===== config.mk =====
export PLATFORM = sky130hd
export DESIGN_NAME = vec_alu_top
export DESIGN_NICKNAME = d
export VERILOG_FILES = /design/src/source/vec_alu_pkg.sv /design/src/source/vaddsub.sv /design/src/source/vec_fifo.sv /design/src/source/vec_exec.sv /design/src/source/vec_axil_regs.sv /design/src/source/vec_alu_top.sv
export VERILOG_INCLUDE_DIRS = /design/src /design/src/source
export SDC_FILE = /design/constraint.sdc
export NUM_CORES = 1
export LEC_CHECK = 0
export BUFFER_PORTS_ARGS = -buffer_cell sky130_fd_sc_hd__buf_2
export CAP_MARGIN = 30
export CORE_AREA = 4 4 453 455
export DETAILED_ROUTE_END_ITERATION = 8
export DIE_AREA = 0 0 457 459
export PLACE_DENSITY = 0.45
export RECOVER_POWER = 100
export SETUP_SLACK_MARGIN = 0.4
export SYNTH_ARGS = -nofsm -noshare
export SYNTH_HDL_FRONTEND = slang
export SYNTH_SLANG_ARGS = --single-unit

===== constraint.sdc =====
create_clock -name clk_i -period 24.5 [get_ports clk_i]
set_input_delay 3.675 -clock clk_i [delete_from_list [all_inputs] [get_ports clk_i]]
set_output_delay 3.675 -clock clk_i [all_outputs]
set_load 0.02 [all_outputs]

===== src/source/vec_alu_config.svh =====
// byte offsets assume word-aligned 32-bit AXI4-Lite accesses; FIFO depths must be at least 1
`ifndef VEC_ALU_CONFIG_SVH
`define VEC_ALU_CONFIG_SVH

`define VEC_AXI_DATA_W 32
`define VEC_AXI_ADDR_W 5

`define VEC_CMD_DEPTH 4
`define VEC_RES_DEPTH 4

`define VEC_REG_VS1_LO 5'h00
`define VEC_REG_VS1_HI 5'h04
`define VEC_REG_VS2_LO 5'h08
`define VEC_REG_VS2_HI 5'h0C
`define VEC_REG_CTRL   5'h10
`define VEC_REG_STATUS 5'h14
`define VEC_REG_RES_LO 5'h18
`define VEC_REG_RES_HI 5'h1C

`endif


===== src/source/vec_alu_pkg.sv =====
// shared types only; op codes 10 to 31 are reserved and the execute unit returns zero for them
package vec_alu_pkg;

    typedef logic [63:0] bus64_t;   // one register slice, operand or result

    // vector integer operations handled by the execute unit
    typedef enum logic [4:0] {
        VADD  = 5'd0,
        VSUB  = 5'd1,
        VRSUB = 5'd2,   // vs1 - vs2
        VADC  = 5'd3,
        VSBC  = 5'd4,
        VMADC = 5'd5,
        VMSBC = 5'd6,
        VAND  = 5'd7,
        VOR   = 5'd8,
        VXOR  = 5'd9
    } vop_t;

    // element width
    typedef enum logic [1:0] {
        SEW_8  = 2'd0,
        SEW_16 = 2'd1,
        SEW_32 = 2'd2,
        SEW_64 = 2'd3
    } sew_t;

    // one queued operation, operands captured at the CTRL write
    typedef struct packed {
        vop_t       op;
        sew_t       sew;
        logic       use_mask;
        logic [7:0] vm;         // bit i belongs to element i
        bus64_t     vs1;
        bus64_t     vs2;
    } vcmd_t;

endpackage


===== src/source/vaddsub.sv =====
`timescale 1ns/1ps
// purely combinational; output for bitwise or reserved op codes is meaningless and muxed off upstream
module vaddsub (
    input  vec_alu_pkg::vop_t   op_i,
    input  vec_alu_pkg::sew_t   sew_i,
    input  vec_alu_pkg::bus64_t vs1_i,
    input  vec_alu_pkg::bus64_t vs2_i,
    input  logic [7:0]          vm_i,
    input  logic                use_mask_i,
    output vec_alu_pkg::bus64_t vd_o
);

    logic            inv_vs1;       // vs2 - vs1 style ops
    logic            inv_vs2;       // vrsub
    logic            mask_op;       // vmadc / vmsbc
    logic            is_vmsbc;
    logic [2:0]      lane_mask;     // byte index bits that stay inside one element
    logic [7:0]      elem_cin;      // carry into the low byte of element e
    logic [7:0][7:0] opa;
    logic [7:0][7:0] opb;
    logic [7:0][8:0] byte_sum;      // byte result plus its carry out
    logic [7:0][7:0] sum_bytes;
    logic [7:0]      mask_bits;

    assign inv_vs1  = (op_i == vec_alu_pkg::VSUB) || (op_i == vec_alu_pkg::VSBC) ||
                      (op_i == vec_alu_pkg::VMSBC);
    assign inv_vs2  = (op_i == vec_alu_pkg::VRSUB);
    assign is_vmsbc = (op_i == vec_alu_pkg::VMSBC);
    assign mask_op  = (op_i == vec_alu_pkg::VMADC) || is_vmsbc;

    // two's complement through inversion, the +1 arrives as carry in
    assign opa = inv_vs2 ? ~vs2_i : vs2_i;
    assign opb = inv_vs1 ? ~vs1_i : vs1_i;

    always_comb begin
        case (sew_i)
            vec_alu_pkg::SEW_8:  lane_mask = 3'd0;
            vec_alu_pkg::SEW_16: lane_mask = 3'd1;
            vec_alu_pkg::SEW_32: lane_mask = 3'd3;
            default:             lane_mask = 3'd7;
        endcase
    end

    // per element carry in
    // a - b - borrow equals a + ~b + ~borrow, so vsbc and vmsbc feed the inverted mask bit
    always_comb begin
        for (int e = 0; e < 8; e++) begin
            case (op_i)
                vec_alu_pkg::VSUB,
                vec_alu_pkg::VRSUB: elem_cin[e] = 1'b1;
                vec_alu_pkg::VSBC:  elem_cin[e] = ~vm_i[e];
                vec_alu_pkg::VMSBC: elem_cin[e] = ~(use_mask_i & vm_i[e]);
                vec_alu_pkg::VADC:  elem_cin[e] = vm_i[e];
                vec_alu_pkg::VMADC: elem_cin[e] = use_mask_i & vm_i[e];
                default:            elem_cin[e] = 1'b0;
            endcase
        end
    end

    // one ripple chain over eight 9-bit byte adders, restarted at each element's low byte
    always_comb begin
        logic carry;
        carry     = 1'b0;
        mask_bits = '1;             // unused element slots read as one
        for (int i = 0; i < 8; i++) begin
            if ((3'(i) & lane_mask) == 3'd0)
                carry = elem_cin[i >> sew_i];
            byte_sum[i]  = {1'b0, opa[i]} + {1'b0, opb[i]} + 9'(carry);
            sum_bytes[i] = byte_sum[i][7:0];
            carry        = byte_sum[i][8];
            // top byte of an element, its carry out is the element's mask result
            // for vmsbc no carry out means vs1 + borrow exceeds vs2
            if ((3'(i) & lane_mask) == lane_mask)
                mask_bits[i >> sew_i] = is_vmsbc ? ~carry : carry;
        end
    end

    assign vd_o = mask_op ? {{56{1'b1}}, mask_bits} : sum_bytes;

endmodule


===== src/source/vec_fifo.sv =====
`timescale 1ns/1ps
// first-word-fall-through FIFO; a push into a full FIFO is dropped unless a pop happens that cycle
module vec_fifo #(
    parameter type payload_t = logic [31:0],
    parameter int  DEPTH     = 4
) (
    input  logic                       clk_i,
    input  logic                       reset_i,
    input  logic                       push_i,
    input  payload_t                   data_i,
    input  logic                       pop_i,
    output payload_t                   data_o,
    output logic                       full_o,
    output logic                       empty_o,
    output logic [$clog2(DEPTH+1)-1:0] count_o
);

    localparam int PW = (DEPTH > 1) ? $clog2(DEPTH) : 1;
    localparam int CW = $clog2(DEPTH + 1);

    payload_t      mem [DEPTH];
    logic [PW-1:0] rd_ptr;
    logic [PW-1:0] wr_ptr;
    logic          do_push;
    logic          do_pop;

    assign full_o  = (count_o == CW'(DEPTH));
    assign empty_o = (count_o == '0);
    assign do_pop  = pop_i & ~empty_o;
    assign do_push = push_i & (~full_o | do_pop);  // full FIFO still takes a push beside a pop
    assign data_o  = mem[rd_ptr];                   // head entry, valid while not empty

    always_ff @(posedge clk_i) begin
        if (reset_i) begin
            rd_ptr  <= '0;
            wr_ptr  <= '0;
            count_o <= '0;
        end else begin
            if (do_push)
                wr_ptr <= (wr_ptr == PW'(DEPTH - 1)) ? '0 : wr_ptr + 1'b1;
            if (do_pop)
                rd_ptr <= (rd_ptr == PW'(DEPTH - 1)) ? '0 : rd_ptr + 1'b1;
            count_o <= count_o + CW'(do_push) - CW'(do_pop);
        end
    end

    always_ff @(posedge clk_i) begin
        if (do_push)
            mem[wr_ptr] <= data_i;
    end

endmodule


===== src/source/vec_exec.sv =====
`timescale 1ns/1ps
// single stage; a full result FIFO holds the output register and stops command pops
module vec_exec (
    input  logic                clk_i,
    input  logic                reset_i,
    input  vec_alu_pkg::vcmd_t  cmd_i,
    input  logic                cmd_empty_i,
    output logic                cmd_pop_o,
    input  logic                res_full_i,
    output logic                res_push_o,
    output vec_alu_pkg::bus64_t res_o
);

    vec_alu_pkg::bus64_t arith;
    vec_alu_pkg::bus64_t result;
    logic                res_valid;     // output register holds a result

    vaddsub u_vaddsub (
        .op_i       (cmd_i.op),
        .sew_i      (cmd_i.sew),
        .vs1_i      (cmd_i.vs1),
        .vs2_i      (cmd_i.vs2),
        .vm_i       (cmd_i.vm),
        .use_mask_i (cmd_i.use_mask),
        .vd_o       (arith)
    );

    always_comb begin
        case (cmd_i.op)
            vec_alu_pkg::VADD,  vec_alu_pkg::VSUB,
            vec_alu_pkg::VRSUB, vec_alu_pkg::VADC,
            vec_alu_pkg::VSBC,  vec_alu_pkg::VMADC,
            vec_alu_pkg::VMSBC: result = arith;
            vec_alu_pkg::VAND:  result = cmd_i.vs1 & cmd_i.vs2;
            vec_alu_pkg::VOR:   result = cmd_i.vs1 | cmd_i.vs2;
            vec_alu_pkg::VXOR:  result = cmd_i.vs1 ^ cmd_i.vs2;
            default:            result = '0;   // reserved codes
        endcase
    end

    assign res_push_o = res_valid & ~res_full_i;
    // refill in the same cycle the held result moves on
    assign cmd_pop_o  = ~cmd_empty_i & (~res_valid | res_push_o);

    always_ff @(posedge clk_i) begin
        if (reset_i)
            res_valid <= 1'b0;
        else if (cmd_pop_o)
            res_valid <= 1'b1;
        else if (res_push_o)
            res_valid <= 1'b0;
    end

    always_ff @(posedge clk_i) begin
        if (cmd_pop_o)
            res_o <= result;
    end

endmodule


===== src/source/vec_axil_regs.sv =====
`timescale 1ns/1ps
// one write and one read outstanding at a time; CTRL ignores byte strobes and takes the whole word
`include "vec_alu_config.svh"

module vec_axil_regs (
    input  logic                                clk_i,
    input  logic                                reset_i,
    input  logic [`VEC_AXI_ADDR_W-1:0]          s_awaddr_i,
    input  logic                                s_awvalid_i,
    output logic                                s_awready_o,
    input  logic [`VEC_AXI_DATA_W-1:0]          s_wdata_i,
    input  logic [`VEC_AXI_DATA_W/8-1:0]        s_wstrb_i,
    input  logic                                s_wvalid_i,
    output logic                                s_wready_o,
    output logic [1:0]                          s_bresp_o,
    output logic                                s_bvalid_o,
    input  logic                                s_bready_i,
    input  logic [`VEC_AXI_ADDR_W-1:0]          s_araddr_i,
    input  logic                                s_arvalid_i,
    output logic                                s_arready_o,
    output logic [`VEC_AXI_DATA_W-1:0]          s_rdata_o,
    output logic [1:0]                          s_rresp_o,
    output logic                                s_rvalid_o,
    input  logic                                s_rready_i,
    input  logic                                cmd_full_i,
    output logic                                cmd_push_o,
    output vec_alu_pkg::vcmd_t                  cmd_o,
    input  vec_alu_pkg::bus64_t                 res_i,
    input  logic                                res_empty_i,
    input  logic [$clog2(`VEC_RES_DEPTH+1)-1:0] res_count_i,
    output logic                                res_pop_o
);

    localparam logic [1:0] RESP_OKAY   = 2'b00;
    localparam logic [1:0] RESP_SLVERR = 2'b10;

    vec_alu_pkg::bus64_t        vs1_q;
    vec_alu_pkg::bus64_t        vs2_q;
    logic                       wr_ctrl;
    logic                       wr_en;
    logic                       wr_ok;
    logic                       rd_en;
    logic                       rd_ok;
    logic [`VEC_AXI_DATA_W-1:0] rd_data;
    logic [`VEC_AXI_DATA_W-1:0] status_word;

    assign wr_ctrl = (s_awaddr_i == `VEC_REG_CTRL);
    // AW and W taken together, held off while B is pending or CTRL meets a full FIFO
    assign wr_en       = s_awvalid_i & s_wvalid_i & ~s_bvalid_o & ~(wr_ctrl & cmd_full_i);
    assign s_awready_o = wr_en;
    assign s_wready_o  = wr_en;

    always_comb begin
        case (s_awaddr_i)
            `VEC_REG_VS1_LO, `VEC_REG_VS1_HI,
            `VEC_REG_VS2_LO, `VEC_REG_VS2_HI,
            `VEC_REG_CTRL:   wr_ok = 1'b1;
            default:         wr_ok = 1'b0;   // read-only or unmapped
        endcase
    end

    // operand registers, byte strobed
    always_ff @(posedge clk_i) begin
        if (reset_i) begin
            vs1_q <= '0;
            vs2_q <= '0;
        end else if (wr_en) begin
            for (int b = 0; b < `VEC_AXI_DATA_W / 8; b++) begin
                if (s_wstrb_i[b]) begin
                    case (s_awaddr_i)
                        `VEC_REG_VS1_LO: vs1_q[8*b +: 8]      <= s_wdata_i[8*b +: 8];
                        `VEC_REG_VS1_HI: vs1_q[32 + 8*b +: 8] <= s_wdata_i[8*b +: 8];
                        `VEC_REG_VS2_LO: vs2_q[8*b +: 8]      <= s_wdata_i[8*b +: 8];
                        `VEC_REG_VS2_HI: vs2_q[32 + 8*b +: 8] <= s_wdata_i[8*b +: 8];
                        default: ;
                    endcase
                end
            end
        end
    end

    // command built from the CTRL word and the operands as they stand
    assign cmd_push_o     = wr_en & wr_ctrl;
    assign cmd_o.op       = vec_alu_pkg::vop_t'(s_wdata_i[4:0]);
    assign cmd_o.sew      = vec_alu_pkg::sew_t'(s_wdata_i[6:5]);
    assign cmd_o.use_mask = s_wdata_i[7];
    assign cmd_o.vm       = s_wdata_i[15:8];
    assign cmd_o.vs1      = vs1_q;
    assign cmd_o.vs2      = vs2_q;

    always_ff @(posedge clk_i) begin
        if (reset_i)
            s_bvalid_o <= 1'b0;
        else if (wr_en)
            s_bvalid_o <= 1'b1;
        else if (s_bready_i)
            s_bvalid_o <= 1'b0;
    end

    always_ff @(posedge clk_i) begin
        if (wr_en)
            s_bresp_o <= wr_ok ? RESP_OKAY : RESP_SLVERR;
    end

    assign s_arready_o = ~s_rvalid_o;
    assign rd_en       = s_arvalid_i & s_arready_o;
    assign status_word = {23'd0, cmd_full_i, 4'd0, 4'(res_count_i)};

    always_comb begin
        rd_ok   = 1'b1;
        rd_data = '0;
        case (s_araddr_i)
            `VEC_REG_VS1_LO: rd_data = vs1_q[31:0];
            `VEC_REG_VS1_HI: rd_data = vs1_q[63:32];
            `VEC_REG_VS2_LO: rd_data = vs2_q[31:0];
            `VEC_REG_VS2_HI: rd_data = vs2_q[63:32];
            `VEC_REG_STATUS: rd_data = status_word;
            `VEC_REG_RES_LO,
            `VEC_REG_RES_HI: begin
                rd_ok = ~res_empty_i;  // empty result FIFO gives SLVERR with zero data
                if (!res_empty_i)
                    rd_data = (s_araddr_i == `VEC_REG_RES_HI) ? res_i[63:32] : res_i[31:0];
            end
            default:         rd_ok = 1'b0;   // CTRL is write only
        endcase
    end

    assign res_pop_o = rd_en & (s_araddr_i == `VEC_REG_RES_HI) & ~res_empty_i;

    always_ff @(posedge clk_i) begin
        if (reset_i)
            s_rvalid_o <= 1'b0;
        else if (rd_en)
            s_rvalid_o <= 1'b1;
        else if (s_rready_i)
            s_rvalid_o <= 1'b0;
    end

    always_ff @(posedge clk_i) begin
        if (rd_en) begin
            s_rdata_o <= rd_data;
            s_rresp_o <= rd_ok ? RESP_OKAY : RESP_SLVERR;
        end
    end

endmodule


===== src/source/vec_alu_top.sv =====
`timescale 1ns/1ps
// AXI4-Lite vector ALU; read RES_LO before RES_HI since the RES_HI read pops the result
`include "vec_alu_config.svh"

module vec_alu_top (
    input  logic                         clk_i,
    input  logic                         reset_i,
    input  logic [`VEC_AXI_ADDR_W-1:0]   s_awaddr_i,
    input  logic                         s_awvalid_i,
    output logic                         s_awready_o,
    input  logic [`VEC_AXI_DATA_W-1:0]   s_wdata_i,
    input  logic [`VEC_AXI_DATA_W/8-1:0] s_wstrb_i,
    input  logic                         s_wvalid_i,
    output logic                         s_wready_o,
    output logic [1:0]                   s_bresp_o,
    output logic                         s_bvalid_o,
    input  logic                         s_bready_i,
    input  logic [`VEC_AXI_ADDR_W-1:0]   s_araddr_i,
    input  logic                         s_arvalid_i,
    output logic                         s_arready_o,
    output logic [`VEC_AXI_DATA_W-1:0]   s_rdata_o,
    output logic [1:0]                   s_rresp_o,
    output logic                         s_rvalid_o,
    input  logic                         s_rready_i
);

    vec_alu_pkg::vcmd_t                  cmd_wr;
    vec_alu_pkg::vcmd_t                  cmd_head;
    logic                                cmd_push;
    logic                                cmd_pop;
    logic                                cmd_full;
    logic                                cmd_empty;
    vec_alu_pkg::bus64_t                 res_wr;
    vec_alu_pkg::bus64_t                 res_head;
    logic                                res_push;
    logic                                res_pop;
    logic                                res_full;
    logic                                res_empty;
    logic [$clog2(`VEC_RES_DEPTH+1)-1:0] res_count;

    vec_axil_regs u_regs (
        .clk_i       (clk_i),
        .reset_i     (reset_i),
        .s_awaddr_i  (s_awaddr_i),
        .s_awvalid_i (s_awvalid_i),
        .s_awready_o (s_awready_o),
        .s_wdata_i   (s_wdata_i),
        .s_wstrb_i   (s_wstrb_i),
        .s_wvalid_i  (s_wvalid_i),
        .s_wready_o  (s_wready_o),
        .s_bresp_o   (s_bresp_o),
        .s_bvalid_o  (s_bvalid_o),
        .s_bready_i  (s_bready_i),
        .s_araddr_i  (s_araddr_i),
        .s_arvalid_i (s_arvalid_i),
        .s_arready_o (s_arready_o),
        .s_rdata_o   (s_rdata_o),
        .s_rresp_o   (s_rresp_o),
        .s_rvalid_o  (s_rvalid_o),
        .s_rready_i  (s_rready_i),
        .cmd_full_i  (cmd_full),
        .cmd_push_o  (cmd_push),
        .cmd_o       (cmd_wr),
        .res_i       (res_head),
        .res_empty_i (res_empty),
        .res_count_i (res_count),
        .res_pop_o   (res_pop)
    );

    vec_fifo #(
        .payload_t (vec_alu_pkg::vcmd_t),
        .DEPTH     (`VEC_CMD_DEPTH)
    ) u_cmd_fifo (
        .clk_i   (clk_i),
        .reset_i (reset_i),
        .push_i  (cmd_push),
        .data_i  (cmd_wr),
        .pop_i   (cmd_pop),
        .data_o  (cmd_head),
        .full_o  (cmd_full),
        .empty_o (cmd_empty),
        .count_o ()
    );

    vec_exec u_exec (
        .clk_i       (clk_i),
        .reset_i     (reset_i),
        .cmd_i       (cmd_head),
        .cmd_empty_i (cmd_empty),
        .cmd_pop_o   (cmd_pop),
        .res_full_i  (res_full),
        .res_push_o  (res_push),
        .res_o       (res_wr)
    );

    vec_fifo #(
        .payload_t (vec_alu_pkg::bus64_t),
        .DEPTH     (`VEC_RES_DEPTH)
    ) u_res_fifo (
        .clk_i   (clk_i),
        .reset_i (reset_i),
        .push_i  (res_push),
        .data_i  (res_wr),
        .pop_i   (res_pop),
        .data_o  (res_head),
        .full_o  (res_full),
        .empty_o (res_empty),
        .count_o (res_count)
    );

endmodule


==> results.txt, run 1 <==
Timing would allow up to 45.7 MHz. Among all stages on the critical path, the largest delay is contributed by dfxtp_4. The post-synthesis compound-gate area fraction is 5.87%. The maximum fanout along the worst path came out at 45. The count of maximum capacitance violations is 31. The buffer type at the clock tree root is clkbuf_16.

The startpoint type of the worst setup path is a register. The register clock-pin slew on the reported worst setup and hold paths is 0.07 ns. The initial antenna violation count came to 13. The category of the worst setup path capture point is a register. The post-route core utilization came out at 27.5%. The number of antenna-violating nets in the routed design came out at 0.

The worst hold-check slack is between 0.4 and 0.5 ns. The flow ran to the end, but the final reports show violations. The share of total power consumed by net switching came out at 33.7%. The cell that appears most often on the critical path is fa_1. For the worst setup path, the data required time is 24.92 ns. The DRC violation total after the first TritonRoute iteration is between 1500 and 2000. The number of warnings issued by yosys is 0. The area of the core came out at 0.201 mm2.

Post-CTS timing repair inserted 0 buffers for setup. The number of buffer and inverter stages on the critical path came out at 4. The total of endpoints with negative setup slack in the final report came out at 0. The maximum vdd ir drop is 68.7 uV. The count of input and output buffers is 91. The area of the mapped netlist is between 0.04 and 0.05 mm2. Synthesis handed over a netlist of between 3000 and 4000 instances. The worst hold path cell count is 0. The critical path is of the reg2reg type.

Global routing finished with a remaining overflow of 0. After Yosys synthesis, full adders, half adders and majority gates account for 6.06% of the synthesized area. The checks that failed: capacitance limit, slew limit. The placed wire-length estimate after detailed placement is 88500 um. In this run the critical register-to-register path is captured at u_exec.res_o[6]. The initial core utilization is 23.9%. The final net count came out at around 3400. For this design the ratio of total power to cell area is 110 mW/mm2.

The layout has 20325 filler cells. The delay of the slowest critical-path stage came out at 0.79 ns. The H-tree generated during clock tree synthesis spans 3 levels.

The CTS tree is yes. The combinational share of power came out at 34.4%. The number of unique standard cell types used by synthesis is 74. The floorplan die area is 0.210 mm2. The via density per instance is 4.43.

The total of cells resized after clock tree synthesis is 0. The number of hold buffers added after cts is 0. During I/O placement, the number of pins put on the boundary was 94. The routed design has ~130000 um of wire.

The clock buffer count from CTS is 105. The proportion of power drawn by flip-flops and latches came out at slightly below 40%. In the routed design, unresolved DRC markers number 0. The static leakage power is 19.3 nW.

Grouping stages by cell kind, the critical path spends the most delay in compound AO/OA/AOI/OAI gates. Among all flip-flop cells after synthesis, the most frequent one is edfxtp_1. Across the routed clock network, the largest skew measured is approximately 0.024 ns. At the pin with the least slew margin, the transition time is 4.46 ns. After detailed routing, the average wire length per cell comes to 22.8 um.

The number of cells on the worst reg-to-reg path is 70. After Yosys synthesis, XOR and XNOR cells account for 3.47% of the synthesized area. Relative to the synthesized area, the layout overhead comes to 14.9%.

The first global-routing pass estimated 193000 um of wire. The number of sinks driven by the clock tree came out at 1079. The die boundary width is 457 um. The via total after detailed routing is 26132.

In this run the deepest clock path goes through 3 buffers. The flip-flop and latch count after synthesis is 1079. The global-route total usage across every layer came out at 12.6%. The largest net degree at the start of global routing came out at 65.

The final-report hold violation count came out at 0. The tightest min-delay check is of the reg2reg type. By area, the combinational part of the netlist is dominated by multiplexers.

The share of the Yosys chip area taken by registers is 64.3%. Setup repair after global routing left no endpoint under its margin. The post-route netlist has 14.7% of its cells at a drive strength greater than 1. The end point of the most critical hold path is u_res_fifo.mem[0][18].

The summed negative setup slack over all endpoints came out at 0 ns. The fraction of synthesized area in multiplexers came out at 14.5%. In this run the tightest slew margin relative to its limit is -198%.

The time the worst path needs with I/O delays and setup came out at ~22 ns. The simple-gate portion of the synthesized area is roughly 3.2%. The worst setup slack after placement is approximately 3.4 ns.

For the worst-skew pair, the clock arrives at the later sink with an insertion delay of 0.73 ns. The via count of the first global-routing pass came out at 26072. The total power consumption of the routed design is about 6.1 mW. The internal portion of the total power is 4.04 mW. The final worst-path setup slack came out at 2.61 ns. The number of placement rows is 165.

The startpoint identified for the worst hold timing path is u_exec.res_o[18]. The final period utilization came out at between 80 and 90%. The number of iterations in the first detailed-routing pass is 7. The data arrival time of the critical path is 22.31 ns. The proportion of power drawn by the clock network came out at 27.1%. The global placement routability congestion came out at 0.814. The count of pins over their slew limit came out at 1199. The die height came out at 459 um. The average cell area after synthesis came out at 16.0 um2. The net switching component of the power is slightly above 2 mW. Of all flip-flops after synthesis, the portion carrying an async set or reset was 0%.

The reg2reg setup slack is 2.61 ns. The number of enable flip-flop cells after synthesis came out at 930.
[worst max-delay path by stage]
stage                     startpoint              end  slack [ns]  cells after the start
after global placement      register  u_exec.res_o[6]        3.66                     70
after detailed placement    register  u_exec.res_o[6]        3.37                     70
after global routing        register  u_exec.res_o[6]        1.26                     70
final                       register  u_exec.res_o[6]        2.61                     70
after floorplan             register  u_exec.res_o[6]        7.43                     70
after CTS                   register  u_exec.res_o[6]        3.27                     70
[cell usage in the layout (no fill, tap or decap), types with 7 or more instances in the layout]
cell	n
a2111oi_0	10
a211oi_1	9
a21o_1	10
a21oi_1	67
a221oi_1	9
a22oi_1	67
a31oi_1	13
and2_0	8
buf_2	34
buf_4	34
bufinv_16	8
clkbuf_1	113
clkbuf_16	108
clkbuf_8	17
clkinv_1	11
clkinv_2	17
dfxtp_1	145
diode_2	7
edfxtp_1	930
fa_1	18
ha_1	204
inv_1	158
mux2i_1	222
mux4_2	210
nand2_1	48
nand2b_1	13
nand3_1	15
nor2_1	200
nor2b_1	14
nor3_1	11
o211ai_1	40
o21a_1	10
o21ai_0	109
o21ai_1	8
o21bai_1	13
o221ai_1	29
o22ai_1	8
xnor2_1	162
xor2_1	24
[cell type report]
| type | count | area (um2) | share of cell area, % |
|---|---|---|---|
| flip-flops and latches | 1079 | 30900 | 56.0 |
| multi-input cells | 1621 | 16000 | 29.0 |
| well taps | 2672 | 3340 | 6.05 |
| clock buffers | 155 | 3050 | 5.52 |
| repair buffers | 155 | 847 | 1.53 |
| inverters | 160 | 601 | 1.09 |
| clock inverters | 45 | 477 | 0.863 |
| diodes | 7 | 17.5 | 0.0317 |
[power by group through the flow]
| stage | registers, mW | logic [mW] | clock network (mW) |
|---|---|---|---|
| 6_report | 2.34 | 2.09 | 1.65 |
| 5_1_grt | 2.37 | 2.31 | 1.77 |
| 4_1_cts | 2.34 | 2.14 | 1.70 |
| 3_5_place_dp | 2.38 | 2.13 | 0 |
| 3_3_place_gp | 2.37 | 2.13 | 0 |
| 2_1_floorplan | 2.33 | 1.50 | 0 |
[Yosys cell counts (all sizes together) (9+ instances only)]
cell type	count	area [um2]
o21ai	117	586
a221oi	9	78.8
a211oi	9	67.6
xor2	24	210
dfxtp	149	2980
buf	56	274
o21bai	13	97.6
a31oi	15	93.8
nand2b	13	81.3
ha	204	2550
nor2	203	764
edfxtp	930	27900
xnor2	164	1460
and2	9	56.3
fa	18	360
mux4	210	4730
a2111oi	11	103
nor3	12	71.3
nand3	16	80.1
nor2b	15	109
a21oi	67	335
o211ai	40	300
o221ai	29	254
clkbuf	96	360
nand2	49	186
inv	159	597
o21a	10	75.1
mux2i	222	2220
a21o	11	82.6
a22oi	67	503
[state kept, by name (all words and copies together), names as in the netlist, 2 cells and up, named ones only]
register	count
u_cmd_fifo.mem	576
u_res_fifo.mem	256
u_exec.res_o	64
u_regs.vs1_q	64
u_regs.vs2_q	64
u_regs.s_rdata_o	32
u_cmd_fifo.count_o	3
u_res_fifo.count_o	3
u_cmd_fifo.rd_ptr	2
u_cmd_fifo.wr_ptr	2
u_res_fifo.rd_ptr	2
u_res_fifo.wr_ptr	2
[metrics by stage]
stage | area (um2) | instances
finish | 55300 | 5894
global route | 55200 | 5888
CTS | 55500 | 5886
detailed placement | 51900 | 5686
global placement | 51800 | 5682
floorplan | 48100 | 3012
[logic make-up after synthesis]
kind of cell / after synthesis
flip-flops: 1079
multiplexers: 435
AO/OA/AOI/OAI: 428
AND/OR/NAND/NOR: 346
buffers and inverters: 312
adder cells (fa/ha/maj): 222
XOR/XNOR: 188
other: 1
[per-layer routing]
metal  up-vias  share of wire, %  global-route usage, %
li1      11832                 -                      -
met1     13600                46                   17.6
met2       563                48                   20.6
met3       137               3.8                   1.60
met4         0               1.9                   3.35
met5         -                 0                      0
Note: power is estimated with default switching activity, not from simulation.
==> inputs of run 2 (changes only) <==
--- a/config.mk
+++ b/config.mk
@@ -6,11 +6,12 @@
 export SDC_FILE = /design/constraint.sdc
 export NUM_CORES = 1
 export LEC_CHECK = 0
+export ABC_AREA = 1
 export BUFFER_PORTS_ARGS = -buffer_cell sky130_fd_sc_hd__buf_2
 export CAP_MARGIN = 30
-export CORE_AREA = 4 4 453 455
+export CORE_AREA = 4 4 459 461
 export DETAILED_ROUTE_END_ITERATION = 8
-export DIE_AREA = 0 0 457 459
+export DIE_AREA = 0 0 463 465
 export PLACE_DENSITY = 0.45
 export RECOVER_POWER = 100
 export SETUP_SLACK_MARGIN = 0.4
==> results.txt, run 2 <==
The proportion of power drawn by flip-flops and latches is 33.8%. After the last flow step, the layout net total stands at about 4700. Yosys attributes the largest share of cell area to edfxtp_1, dfxtp_1, nand2_1. The cell at the slowest stage of the critical path is clkbuf_1.

In the synthesized netlist the dominant register cell turns out to be edfxtp_1. The die is 463 um wide. The via density per instance is 4.59.

The number of enable flip-flop cells after synthesis came out at 930. The startpoint type of the worst setup path is a register. edfxtp_1 takes more of the synthesized area than any other cell. The fraction of final layout cells with drive strength greater than 1 came out at 7.05%. The first TritonRoute pass finished after 5 iterations. From synthesis to final layout, the design area changed by 14.4%.

In this run, CTS created clock tree buffers numbering 121. The final-report hold violation count came out at 0. The final worst-path setup slack came out at 5.39 ns. The number of setup buffers added after CTS is 0. The critical path contains buffers and inverters numbering 9 combined. The area of the multi-input gates is 0.0159 mm2. The critical path is of the reg2reg type.

STA classifies the critical path endpoint as a register. The average cell area after synthesis is roughly 11 um2. The routed wirelength normalized by instance count came out at between 20 and 25 um. The number of antenna-violating nets in the routed design is 0.

TritonCTS built the clock tree. Summing internal, switching and leakage power gives 7.01 mW. Broken down by cell family, the worst path's largest delay share belongs to adder cells. The H-tree depth reported by CTS is 3. The data arrival time of the critical path came out at between 15 and 20 ns.

The die height came out at 465 um. The proportion of power drawn by the clock network came out at between 20% and 30%. Summed over all failing endpoints, the final setup total negative slack is 0 ns. The maximum vdd ir drop is 70.8 uV. The placed wire-length estimate after detailed placement came out at between 100000 and 150000 um. The post-route core utilization is a little over a quarter. The number of filler cells placed in the layout came out at 21373. The static leakage power is 20.4 nW. For flop-to-flop paths, the worst setup slack is between 5 and 6 ns.

The floorplan die area is between 0.2 and 0.25 mm2. The time the worst path needs with I/O delays and setup is 19.11 ns. In this design, the critical path's most frequently occurring cell is nand2_1.

The via count of the first global-routing pass came out at 31802. Global routing used 14.1% of the available tracks across all layers. The slew at the pin with the worst max-slew slack is around 8.1 ns. The combinational share of power came out at between 40% and 50%. The flip-flop count of the largest register, all copies and words added is 576. The DRC violation total after the first TritonRoute iteration is 2556. Buffers placed on the I/O ports in this run total 91. The fraction of synthesized cell area taken by the top area cell type is 56.5%. The maximum fanout along the worst path came out at between 60 and 70. The worst pin sits at a relative slew slack of -440%. The cell count after synthesis came out at ~4400.

The initial antenna violation count is 18. The placed instances occupy a cell area of 0.0528 mm2. Leaving out fill and tap cells, the most frequent cell in the layout is edfxtp_1. In the layout the commonest cells are edfxtp_1, nand2_1, inv_1, a21oi_1, o21ai_0. The longest clock path from root to sink contains 3 buffers. Net switching is about two fifths of the power. The number of placement rows came out at around 170. Summed over all nets, the switching power comes to 2.78 mW. The first global-routing pass estimated 226000 um of wire. The total overflow reported by the global router is 0. The core region is 0.206 mm2. By count the netlist is led by edfxtp_1, nand2_1, inv_1. The area of the mapped netlist came out at 0.0494 mm2. The cell internal power dissipation is between 4 and 5 mW. The count of pins over their slew limit came out at 1155. The top-level port count came out at 94. The initial core utilization is 23.9%. The number of warnings issued by yosys came out at 0. The power density over cell area came out at 124 mW/mm2.

The delay of the slowest critical-path stage came out at 2.41 ns. The final wirelength is 157000 um. The flip-flop and latch count after synthesis came out at 1079. The later-pin clock latency in the skew report came out at about 0.80 ns. The share of synthesized flip-flops with an asynchronous set or reset came out at 0%. The upper clock frequency limit came out at 52.3 MHz. The via total after detailed routing came out at about 33000. At the end of routability-driven placement, the weighted congestion stood at around 0.9.

The summed area of non-filler cells in the final layout came out at 0.0565 mm2. The sequential share of the synthesized area is 62.5%. The register with the most flip-flops is u_cmd_fifo.mem.

The area taken by flip-flops and latches came out at 0.0309 mm2. The number of sinks driven by the clock tree came out at 1079. Clock-pin slew was measured on the worst setup and hold paths at 0.06 ns.

The class of the tightest hold or removal check is reg2reg. Entering global routing, the biggest net connects 140 pins. The total of endpoints with negative setup slack in the final report came out at 0. The number of cells traversed by the worst register-to-register path came out at 77. The number of unique standard cell types used by synthesis is 54. At the worst endpoint, the required time is 25.05 ns. The total of cells resized after clock tree synthesis came out at 0.

The largest registers in the layout are u_cmd_fifo.mem x576, u_res_fifo.mem x256. The run finished, with violations left. The remaining routing DRC violations is 0. Yosys instantiated no cell more often than edfxtp_1. The number of hold buffers added after cts is 0. The critical path crosses 77 cells after its start point. The endpoint identified for the worst register-to-register timing path is u_exec.res_o[5].

The tree is rooted in a clkbuf_16. The clock arrives with 0.108 ns of skew. The count of maximum capacitance violations is 25. The worst setup slack after placement came out at 7.52 ns. Setup repair after global routing left no endpoint under its margin. The checks that failed: capacitance limit, slew limit. In this run the worst setup path terminates at u_exec.res_o[5]. The final period utilization is between 70% and 80%.
## run 2: cell count changes in the layout (fill, tap and decap cells not counted), moves of 65 or more
| cell | change |
|---|---|
| a21oi_1 | +259 |
| a22oi_1 | -65 |
| a32oi_1 | +127 |
| inv_1 | +219 |
| mux2i_1 | -222 |
| mux4_2 | -210 |
| nand2_1 | +713 |
| nand3_1 | +121 |
| o21ai_0 | +208 |
| xnor2_1 | -87 |
## run 2: layer usage
layer	global-route usage [%]	vias up	routed length, um
met5	0	-	32
met4	3.91	4	4110
met3	2.19	202	7210
met2	23.4	756	73600
met1	19.2	16482	71700
li1	-	15680	-
## run 2: layout make-up
class | instances | area share, %
Tap cell | 2704 | 5.99
Sequential cell | 1079 | 54.7
Clock inverter | 73 | 1.28
Inverter | 391 | 2.63
Antenna cell | 5 | 0.0221
Clock buffer | 159 | 5.81
Multi-Input combinational cell | 2648 | 28.1
Timing Repair Buffer | 159 | 1.51
## run 2: worst min path at each step
stage,to,from,cells after the start
2_1_floorplan,u_res_fifo.mem[0][0],u_exec.res_o[0],0
3_3_place_gp,u_res_fifo.mem[2][49],u_exec.res_o[49],0
3_5_place_dp,u_res_fifo.mem[2][0],u_exec.res_o[0],0
4_1_cts,u_cmd_fifo.mem[0][64],u_regs.vs1_q[0],0
5_1_grt,u_cmd_fifo.mem[2][64],u_regs.vs1_q[0],0
6_report,u_res_fifo.mem[3][25],u_exec.res_o[25],0
## run 2: kinds of logic after synthesis
group | count (synthesis) | synth area share (%)
compound gates | 1026 | 12.9
flops | 1079 | 62.5
buf+inv | 631 | 5.44
xor+xnor | 162 | 2.90
simple gates | 1236 | 10.3
fa+ha+maj | 222 | 5.89
other cells | 1 | 0.00759
## run 2: through the flow
stage	hold slack, ns	std cells
2_1_floorplan	0.459	4358
5_1_grt	0.496	7213
3_3_place_gp	0.481	6976
4_1_cts	0.473	7212
3_5_place_dp	0.484	6980
6_report	0.483	7218
## run 2: power groups by stage
stage,clock network (mW),logic (mW),registers (mW)
2_1_floorplan,0,2.03,2.36
3_3_place_gp,0,2.84,2.39
3_5_place_dp,0,2.85,2.40
4_1_cts,1.86,2.86,2.36
5_1_grt,1.94,3.18,2.39
6_report,1.81,2.83,2.37
